## src/logic/tpu_pkg.sv

```systemverilog
// array size, element and vector types, controller state type and phase lengths
package tpu_pkg;

        // ==============================
        // sizes
        // ==============================
        localparam int ARRAY_DIM  = 4;
        localparam int DATA_WIDTH = 8;

        // free-running steps after the last input beat
        localparam int DRAIN_STEPS = 2 * ARRAY_DIM;

        // holds counts up to DRAIN_STEPS
        localparam int CNT_WIDTH = $clog2(DRAIN_STEPS + 1);

        // ==============================
        // types
        // ==============================
        typedef logic [DATA_WIDTH-1:0] elem_t;

        // lane 0 in the most significant byte
        typedef elem_t [0:ARRAY_DIM-1] vec_t;

        typedef logic [CNT_WIDTH-1:0] cnt_t;

        // job sequence
        typedef enum logic [2:0] {
                IDLE,
                LOAD,
                DRAIN,
                WRITE,
                DONE
        } tpu_state_t;

endpackage

```

## src/logic/tpu_ctrl.sv

```systemverilog
// job FSM with input and output handshakes and the step, feed and clear strobes
`timescale 1ns/10ps

module tpu_ctrl
        import tpu_pkg::*;
(
        input  logic       clk,
        input  logic       rst_n,
        input  logic       in_valid,
        input  logic       out_ready,
        input  logic       load_last,
        input  logic       drain_last,
        input  logic       write_last,
        output tpu_state_t state,
        output logic       in_ready,
        output logic       out_valid,
        output logic       done,
        output logic       step,
        output logic       feed,
        output logic       clear
);

        tpu_state_t state_next;
        logic       in_beat;
        logic       out_beat;

        // ==============================
        // handshakes
        // ==============================
        assign in_ready  = (state == IDLE) || (state == LOAD);
        assign out_valid = (state == WRITE);
        assign done      = (state == DONE);

        assign in_beat  = in_valid && in_ready;
        assign out_beat = out_valid && out_ready;

        // ==============================
        // array strobes
        // ==============================
        // array moves on accepted beats and on every drain cycle
        assign step = in_beat || (state == DRAIN);
        assign feed = in_beat;

        // idle without a beat wipes the skew lines and accumulators
        assign clear = (state == IDLE) && !in_beat;

        // ==============================
        // state machine
        // ==============================
        always_comb begin
                state_next = state;
                unique case (state)
                        IDLE: begin
                                if (in_beat) begin
                                        // a single-beat job skips load
                                        state_next = load_last ? DRAIN : LOAD;
                                end
                        end
                        LOAD: begin
                                if (load_last) begin
                                        state_next = DRAIN;
                                end
                        end
                        DRAIN: begin
                                if (drain_last) begin
                                        state_next = WRITE;
                                end
                        end
                        WRITE: begin
                                if (out_beat && write_last) begin
                                        state_next = DONE;
                                end
                        end
                        DONE: begin
                                state_next = IDLE;
                        end
                        default: begin
                                state_next = IDLE;
                        end
                endcase
        end

        always_ff @(posedge clk or negedge rst_n) begin
                if (!rst_n) begin
                        state <= IDLE;
                end else begin
                        state <= state_next;
                end
        end

endmodule

```

## src/logic/tpu_pe.sv

```systemverilog
// processing element with forwarding registers and a wrapping multiply-accumulate
`timescale 1ns/10ps

module tpu_pe
        import tpu_pkg::*;
(
        input  logic  clk,
        input  logic  rst_n,
        input  logic  step,
        input  logic  clear,
        input  elem_t a_in,
        input  elem_t b_in,
        output elem_t a_out,
        output elem_t b_out,
        output elem_t acc
);

        elem_t prod;

        // product kept to DATA_WIDTH bits, so the sum wraps as well
        assign prod = elem_t'(a_in * b_in);

        always_ff @(posedge clk or negedge rst_n) begin
                if (!rst_n) begin
                        acc   <= '0;
                        a_out <= '0;
                        b_out <= '0;
                end else if (clear) begin
                        acc   <= '0;
                        a_out <= '0;
                        b_out <= '0;
                end else if (step) begin
                        acc   <= acc + prod;
                        // operands move on to the right and down
                        a_out <= a_in;
                        b_out <= b_in;
                end
        end

endmodule

```

## src/logic/tpu_pe_array.sv

```systemverilog
// systolic grid of processing elements and the output row selector
`timescale 1ns/10ps

module tpu_pe_array
        import tpu_pkg::*;
(
        input  logic clk,
        input  logic rst_n,
        input  logic step,
        input  logic clear,
        input  vec_t a_skew,
        input  vec_t b_skew,
        input  cnt_t row_sel,
        output vec_t row_out
);

        // horizontal links carry A, vertical links carry B
        wire elem_t a_link   [ARRAY_DIM][ARRAY_DIM+1];
        wire elem_t b_link   [ARRAY_DIM+1][ARRAY_DIM];
        wire elem_t acc_grid [ARRAY_DIM][ARRAY_DIM];

        // ==============================
        // edges
        // ==============================
        for (genvar e = 0; e < ARRAY_DIM; e++) begin : g_edge
                assign a_link[e][0] = a_skew[e];
                assign b_link[0][e] = b_skew[e];
        end

        // ==============================
        // grid
        // ==============================
        for (genvar r = 0; r < ARRAY_DIM; r++) begin : g_row
                for (genvar c = 0; c < ARRAY_DIM; c++) begin : g_col
                        tpu_pe u_pe (
                                .clk   (clk),
                                .rst_n (rst_n),
                                .step  (step),
                                .clear (clear),
                                .a_in  (a_link[r][c]),
                                .b_in  (b_link[r][c]),
                                .a_out (a_link[r][c+1]),
                                .b_out (b_link[r+1][c]),
                                .acc   (acc_grid[r][c])
                        );
                end
        end

        // row of C picked by the write count
        always_comb begin
                row_out = '0;
                for (int i = 0; i < ARRAY_DIM; i++) begin
                        if (row_sel == cnt_t'(i)) begin
                                for (int j = 0; j < ARRAY_DIM; j++) begin
                                        row_out[j] = acc_grid[i][j];
                                end
                        end
                end
        end

endmodule

```

## src/logic/tpu_phase_counter.sv

```systemverilog
// step and beat counter for each phase, with the last-cycle flags of each phase
`timescale 1ns/10ps

module tpu_phase_counter
        import tpu_pkg::*;
(
        input  logic       clk,
        input  logic       rst_n,
        input  tpu_state_t state,
        input  logic       step,
        input  logic       out_ready,
        output cnt_t       count,
        output logic       load_last,
        output logic       drain_last,
        output logic       write_last
);

        logic in_load;
        logic inc;
        logic phase_end;

        // the first beat is taken in idle, so idle and load share one count
        assign in_load = (state == IDLE) || (state == LOAD);

        // write advances per output beat, the rest per array step
        assign inc = (state == WRITE) ? out_ready : step;

        // ==============================
        // end-of-phase flags
        // ==============================
        assign load_last  = in_load && step && (count == cnt_t'(ARRAY_DIM - 1));
        assign drain_last = (state == DRAIN) && (count == cnt_t'(DRAIN_STEPS - 1));
        assign write_last = (state == WRITE) && out_ready &&
                            (count == cnt_t'(ARRAY_DIM - 1));

        // every phase exit lines up with one of these
        assign phase_end = load_last || drain_last || write_last || (state == DONE);

        always_ff @(posedge clk or negedge rst_n) begin
                if (!rst_n) begin
                        count <= '0;
                end else if (phase_end) begin
                        count <= '0;
                end else if (inc) begin
                        count <= count + 1'b1;
                end
        end

endmodule

```

## src/logic/tpu_skew_buffer.sv

```systemverilog
// triangular skew buffer, lane i delayed by i steps before the array edge
`timescale 1ns/10ps

module tpu_skew_buffer
        import tpu_pkg::*;
(
        input  logic clk,
        input  logic rst_n,
        input  logic step,
        input  logic feed,
        input  logic clear,
        input  vec_t lanes_in,
        output vec_t lanes_out
);

        vec_t       lanes_gated;
        wire elem_t tail [ARRAY_DIM];

        // zeros flow in once loading is over
        assign lanes_gated = feed ? lanes_in : '0;

        // lane 0 has no delay
        assign tail[0] = lanes_gated[0];

        for (genvar g = 1; g < ARRAY_DIM; g++) begin : g_lane
                elem_t line [g];

                always_ff @(posedge clk or negedge rst_n) begin
                        if (!rst_n) begin
                                for (int k = 0; k < g; k++) begin
                                        line[k] <= '0;
                                end
                        end else if (clear) begin
                                for (int k = 0; k < g; k++) begin
                                        line[k] <= '0;
                                end
                        end else if (step) begin
                                line[0] <= lanes_gated[g];
                                for (int k = 1; k < g; k++) begin
                                        line[k] <= line[k-1];
                                end
                        end
                end

                assign tail[g] = line[g-1];
        end

        always_comb begin
                for (int n = 0; n < ARRAY_DIM; n++) begin
                        lanes_out[n] = tail[n];
                end
        end

endmodule

```

## src/logic/tpu_top.sv

```systemverilog
// matrix-multiply engine top with controller, phase counter, skew buffers and PE grid
`timescale 1ns/10ps

module tpu_top
        import tpu_pkg::*;
(
        input  logic clk,
        input  logic rst_n,
        input  logic in_valid,
        input  vec_t a,
        input  vec_t b,
        input  logic out_ready,
        output logic in_ready,
        output vec_t out,
        output logic out_valid,
        output logic done
);

        tpu_state_t state;
        logic       step;
        logic       feed;
        logic       clear;
        cnt_t       count;
        logic       load_last;
        logic       drain_last;
        logic       write_last;
        vec_t       a_skew;
        vec_t       b_skew;

        // ==============================
        // control
        // ==============================
        tpu_ctrl u_ctrl (
                .clk        (clk),
                .rst_n      (rst_n),
                .in_valid   (in_valid),
                .out_ready  (out_ready),
                .load_last  (load_last),
                .drain_last (drain_last),
                .write_last (write_last),
                .state      (state),
                .in_ready   (in_ready),
                .out_valid  (out_valid),
                .done       (done),
                .step       (step),
                .feed       (feed),
                .clear      (clear)
        );

        tpu_phase_counter u_phase_counter (
                .clk        (clk),
                .rst_n      (rst_n),
                .state      (state),
                .step       (step),
                .out_ready  (out_ready),
                .count      (count),
                .load_last  (load_last),
                .drain_last (drain_last),
                .write_last (write_last)
        );

        // ==============================
        // datapath
        // ==============================
        tpu_skew_buffer u_skew_a (
                .clk       (clk),
                .rst_n     (rst_n),
                .step      (step),
                .feed      (feed),
                .clear     (clear),
                .lanes_in  (a),
                .lanes_out (a_skew)
        );

        tpu_skew_buffer u_skew_b (
                .clk       (clk),
                .rst_n     (rst_n),
                .step      (step),
                .feed      (feed),
                .clear     (clear),
                .lanes_in  (b),
                .lanes_out (b_skew)
        );

        // output row comes straight off the accumulators
        tpu_pe_array u_pe_array (
                .clk     (clk),
                .rst_n   (rst_n),
                .step    (step),
                .clear   (clear),
                .a_skew  (a_skew),
                .b_skew  (b_skew),
                .row_sel (count),
                .row_out (out)
        );

endmodule

```

## config.mk

```make
export PLATFORM = sky130hd
export DESIGN_NAME = tpu_top
export DESIGN_NICKNAME = d
export VERILOG_FILES = /design/src/logic/tpu_pkg.sv /design/src/logic/tpu_ctrl.sv /design/src/logic/tpu_pe.sv /design/src/logic/tpu_pe_array.sv /design/src/logic/tpu_phase_counter.sv /design/src/logic/tpu_skew_buffer.sv /design/src/logic/tpu_top.sv
export SDC_FILE = /design/constraint.sdc
export NUM_CORES = 2
export LEC_CHECK = 0
export BUFFER_PORTS_ARGS = -buffer_cell sky130_fd_sc_hd__buf_2
export CORE_MARGIN = 8
export CORE_UTILIZATION = 34
export CTS_CLUSTER_SIZE = 12
export DETAILED_ROUTE_END_ITERATION = 8
export GPL_ROUTABILITY_DRIVEN = 0
export GPL_TIMING_DRIVEN = 1
export PLACE_DENSITY_LB_ADDON = 0.1
export SYNTH_ARGS = -nofsm -noshare
export SYNTH_HDL_FRONTEND = slang
export SYNTH_SLANG_ARGS = --single-unit
```

## constraint.sdc

```tcl
create_clock -name clk -period 6.4 [get_ports clk]
set_input_delay 0.32 -clock clk [delete_from_list [all_inputs] [get_ports clk]]
set_output_delay 0.32 -clock clk [all_outputs]
set_load 0.05 [all_outputs]
```

==> results.md <==
- Cts bufs inserted: 57
- Max Cap Viol: 0
- Ports: 103
- Max-slew violation count: 0
- Clock Tree Root: clkbuf_16
- RR Startpoint: u_ctrl.state[1]
- Largest stage delay, worst path: 520 ps
- Met2 WL: approximately 43000 µm
- Worst Skew: roughly 36 ps
- Asr flop ratio synth: between 90% and 100%
- Port bufs: approximately 100
- Mapped Cells: between 3000 and 4000
- Residual overflow from global routing: 0
- Vias in the first global route: 25276
- Max-slew headroom: between 20% and 30%
- WL/cell: around 19 µm
- VDD IR max: roughly 0.4 mV
- Area growth syn-to-layout: 12.24%
- Final non-filler cell area: 37110 µm²
- CP top delay family: adder cells
- Net Count, Synth: 3943
- Layout cells sized above 1: 6.659%
- CP max-delay cell: buf_4
- Worst-Margin Slew: 1136 ps
- Leakage power: between 0.015 and 0.02 µW
- Outcome: finished clean
- FP Rows: about 110
- Routed length on met3: between 2000 and 3000 µm
- Crit start category: register
- Worst-Skew Late Latency: 630 ps
- ANT nets after route: 0
- Area after DPL: 34520 µm²
- RSZ-0062 raised after global routing: false
- Crit path DAT: 5390 ps
- Area leader, netlist: dfrtp_1
- Sequential share of the synthesized area: about 32%
- GR Util All Layers: 16.98%
- Reg clk slew, reported paths: roughly 60 ps
- Fmax: ~200 MHz
- Reg-to-reg slack, setup: between 1500 and 2000 ps
- Nets: approximately 4000
- Synth Area per Inst: about 10 µm²
- Post-CTS Resized: 0
- Period utilization: about three quarters
- Hold Crit Endpoint: u_skew_b.g_lane[3].line[23]
- CTS sink cnt: approximately 420
- Hold Startpoint: b[7]
- Final min period: between 4000 and 5000 ps
- Top cell by count, worst path: inv_1
- Post-DP HPWL: 63800 µm
- Setup Buffers After CTS: 0
- Starting Density: roughly a third
- Worst hold path class: in -> reg
- Post-synth EDFFs: 0
- Core ar.: 96570 µm²
- Pwr/cell area: 474.6 nW/µm²
- Worst r2r path cells: 19
- Initial DRC count: about 1200
- Synth area leaders: dfrtp_1 (32%), fa_1 (17%), ha_1 (10%), a22o_1 (9.3%), inv_1 (6.6%)
- Fillers: between 9000 and 10000
- Crit Reg-Reg Endpoint: u_pe_array.g_row[0].g_col[0].u_pe.acc[7]
- Layout Cells excl Fill: around 4700
- Mapped cell area: approximately 33000 µm²
- Initial antenna violation count: 0
- Share of the synthesized area in the top cell type: approximately 32%
- DRT Wirelength: roughly 89000 µm
- Most used DFF post-synth: dfrtp_1
- Ys Warns: 0
- Chip width: 327.8 µm
- Hold Path Depth: 2
- Die span in y: 327.8 µm
- Number of cells in the design after placement: 4524
- Drt first pass iters: 5
- DR top layer: met4
- CP max FO: 44
- Worst path required time: approximately 6900 ps
- Synth Register Bits: 423
- Final Hold Fails: 0
- CTS tree: done
- Largest net degree at the start of global routing: approximately 200
- Total negative setup slack: 0 ps
- First-pass GRT wire length: between 100000 and 150000 µm
- Endpoints failing setup: 0
- Vias/cell: a little under 5
- Met1 wire length: between 40000 and 50000 µm
- CTS Hold Buffers Added: 56
- Distinct cell type count after synthesis: 39
- Vias post-DR: about 23000
- Residual DRC count: 0
- Die ar.: approximately 110000 µm²
- Critical Setup Path Class: reg -> reg
- Worst setup startpoint: u_ctrl.state[1]
- CP endpoint kind: register
- CTS H-tree depth: 2
- Clk buf depth: 3
- WP buf/inv: 5
- Critical Path, Cell by Cell: nand2b_4 > nor2_4 > buf_4 > and3_1 > fa_1 > ha_1 > ha_1 > inv_1 > fa_1 > inv_1 > ha_1 > inv_1 > fa_1 > inv_1 > a21o_1 > a21oi_1 > xnor3_1 > nand3_1 > o211ai_1
area by class of cell:
| type | count | area [µm²] | area share, % |
|---|---|---|---|
| multi-input cells | 2126 | 19450 | 52.42 |
| flip-flops and latches | 423 | 10590 | 28.53 |
| inverters | 580 | 2177 | 5.867 |
| clock buffers | 79 | 1660 | 4.475 |
| well taps | 1276 | 1597 | 4.303 |
| repair buffers | 175 | 1271 | 3.426 |
| clock inverters | 26 | 360.3 | 0.9711 |
| diodes | 1 | 2.502 | 0.006744 |
cells in the mapped netlist, types with 2 or more instances:
cell type	count
clkbuf_1	49
buf_4	20
dfrtp_1	423
buf_1	8
buf_2	96
ha_1	276
nand3_1	18
xnor2_1	219
inv_1	580
a21o_1	34
clkbuf_2	9
o21ai_0	92
nor2b_1	2
nor3b_1	2
and3_1	13
fa_1	288
a22o_1	352
a211o_1	24
a21oi_1	45
o21ai_1	3
nor2_1	18
nand2_1	478
xor2_1	65
a22oi_1	8
xnor3_1	3
and2_1	150
a221oi_1	24
flip-flops by register name, summed over array words and instances, names as in the netlist:
signal / count
u_pe_array.g_row.g_col.u_pe.a_out: 96
u_pe_array.g_row.g_col.u_pe.b_out: 96
u_ctrl.state: 3
u_pe_array.g_row.g_col.u_pe.acc: 128
u_phase_counter.count: 4
u_skew_b.lanes_out: 16
u_skew_b.g_lane.line: 32
u_skew_a.lanes_out: 16
u_skew_a.g_lane.line: 32
through the flow:
step | util [%] | hold slack [ps] | total power, µW | worst slack, ps
after global routing | 38.42 | 10.46 | 19380 | 1194
after floorplan | - | 24.41 | 11670 | 1876
final | 38.43 | 45.03 | 17610 | 1541
after detailed placement | 35.75 | 394.9 | 14370 | 1512
after CTS | 38.42 | 1.179 | 17990 | 1484
after global placement | 35.75 | 383.2 | 14200 | 1623
how the worst max path moves through the flow:
stage                                               end  depth (start not counted)
2_1_floorplan  u_pe_array.g_row[0].g_col[0].u_pe.acc[7]                         18
3_3_place_gp   u_pe_array.g_row[0].g_col[0].u_pe.acc[7]                         19
3_5_place_dp   u_pe_array.g_row[0].g_col[0].u_pe.acc[7]                         19
4_1_cts        u_pe_array.g_row[0].g_col[0].u_pe.acc[7]                         19
5_1_grt        u_pe_array.g_row[0].g_col[0].u_pe.acc[7]                         19
6_report       u_pe_array.g_row[0].g_col[0].u_pe.acc[7]                         19
cells in the final DEF (no fill, tap or decap), types with 58 or more instances in the layout:
master,n
xnor2_1,219
clkbuf_16,58
buf_2,101
o21ai_0,92
and2_1,150
fa_1,288
nand2_1,478
dfrtp_1,423
xor2_1,65
a22o_1,352
ha_1,276
inv_1,580
power breakdown:
| part | total [µW] | internal, µW | leakage (µW) | switching, µW |
|---|---|---|---|---|
| Sequential | 5410 | 3710 | 0.00555 | 1690 |
| Clock | 3420 | 2120 | 0.000982 | 1290 |
| Combinational | 8790 | 3720 | 0.0120 | 5070 |
| Total | 17600 | 9550 | 0.0186 | 8060 |
cells by family (layout without fill, tap and decap cells):
| group | Yosys count | after routing | synth area share (%) |
|---|---|---|---|
| multiplexers | 1 | 1 | 0.03406 |
| flip-flops | 423 | 423 | 32.02 |
| AND/OR/NAND/NOR | 688 | 688 | 9.295 |
| other | 0 | 1 | 0 |
| adder cells (fa/ha/maj) | 564 | 564 | 27.88 |
| buffers and inverters | 762 | 860 | 9.276 |
| AO/OA/AOI/OAI | 586 | 586 | 13.76 |
| XOR/XNOR | 287 | 287 | 7.728 |
per-layer routing:
layer,vias to the layer above,track usage [%]
met2,339,28.78
met5,-,0
met3,122,2.050
met1,11763,22.69
li1,10760,-
met4,0,5.040
Note: power is estimated with default switching activity, not from simulation.
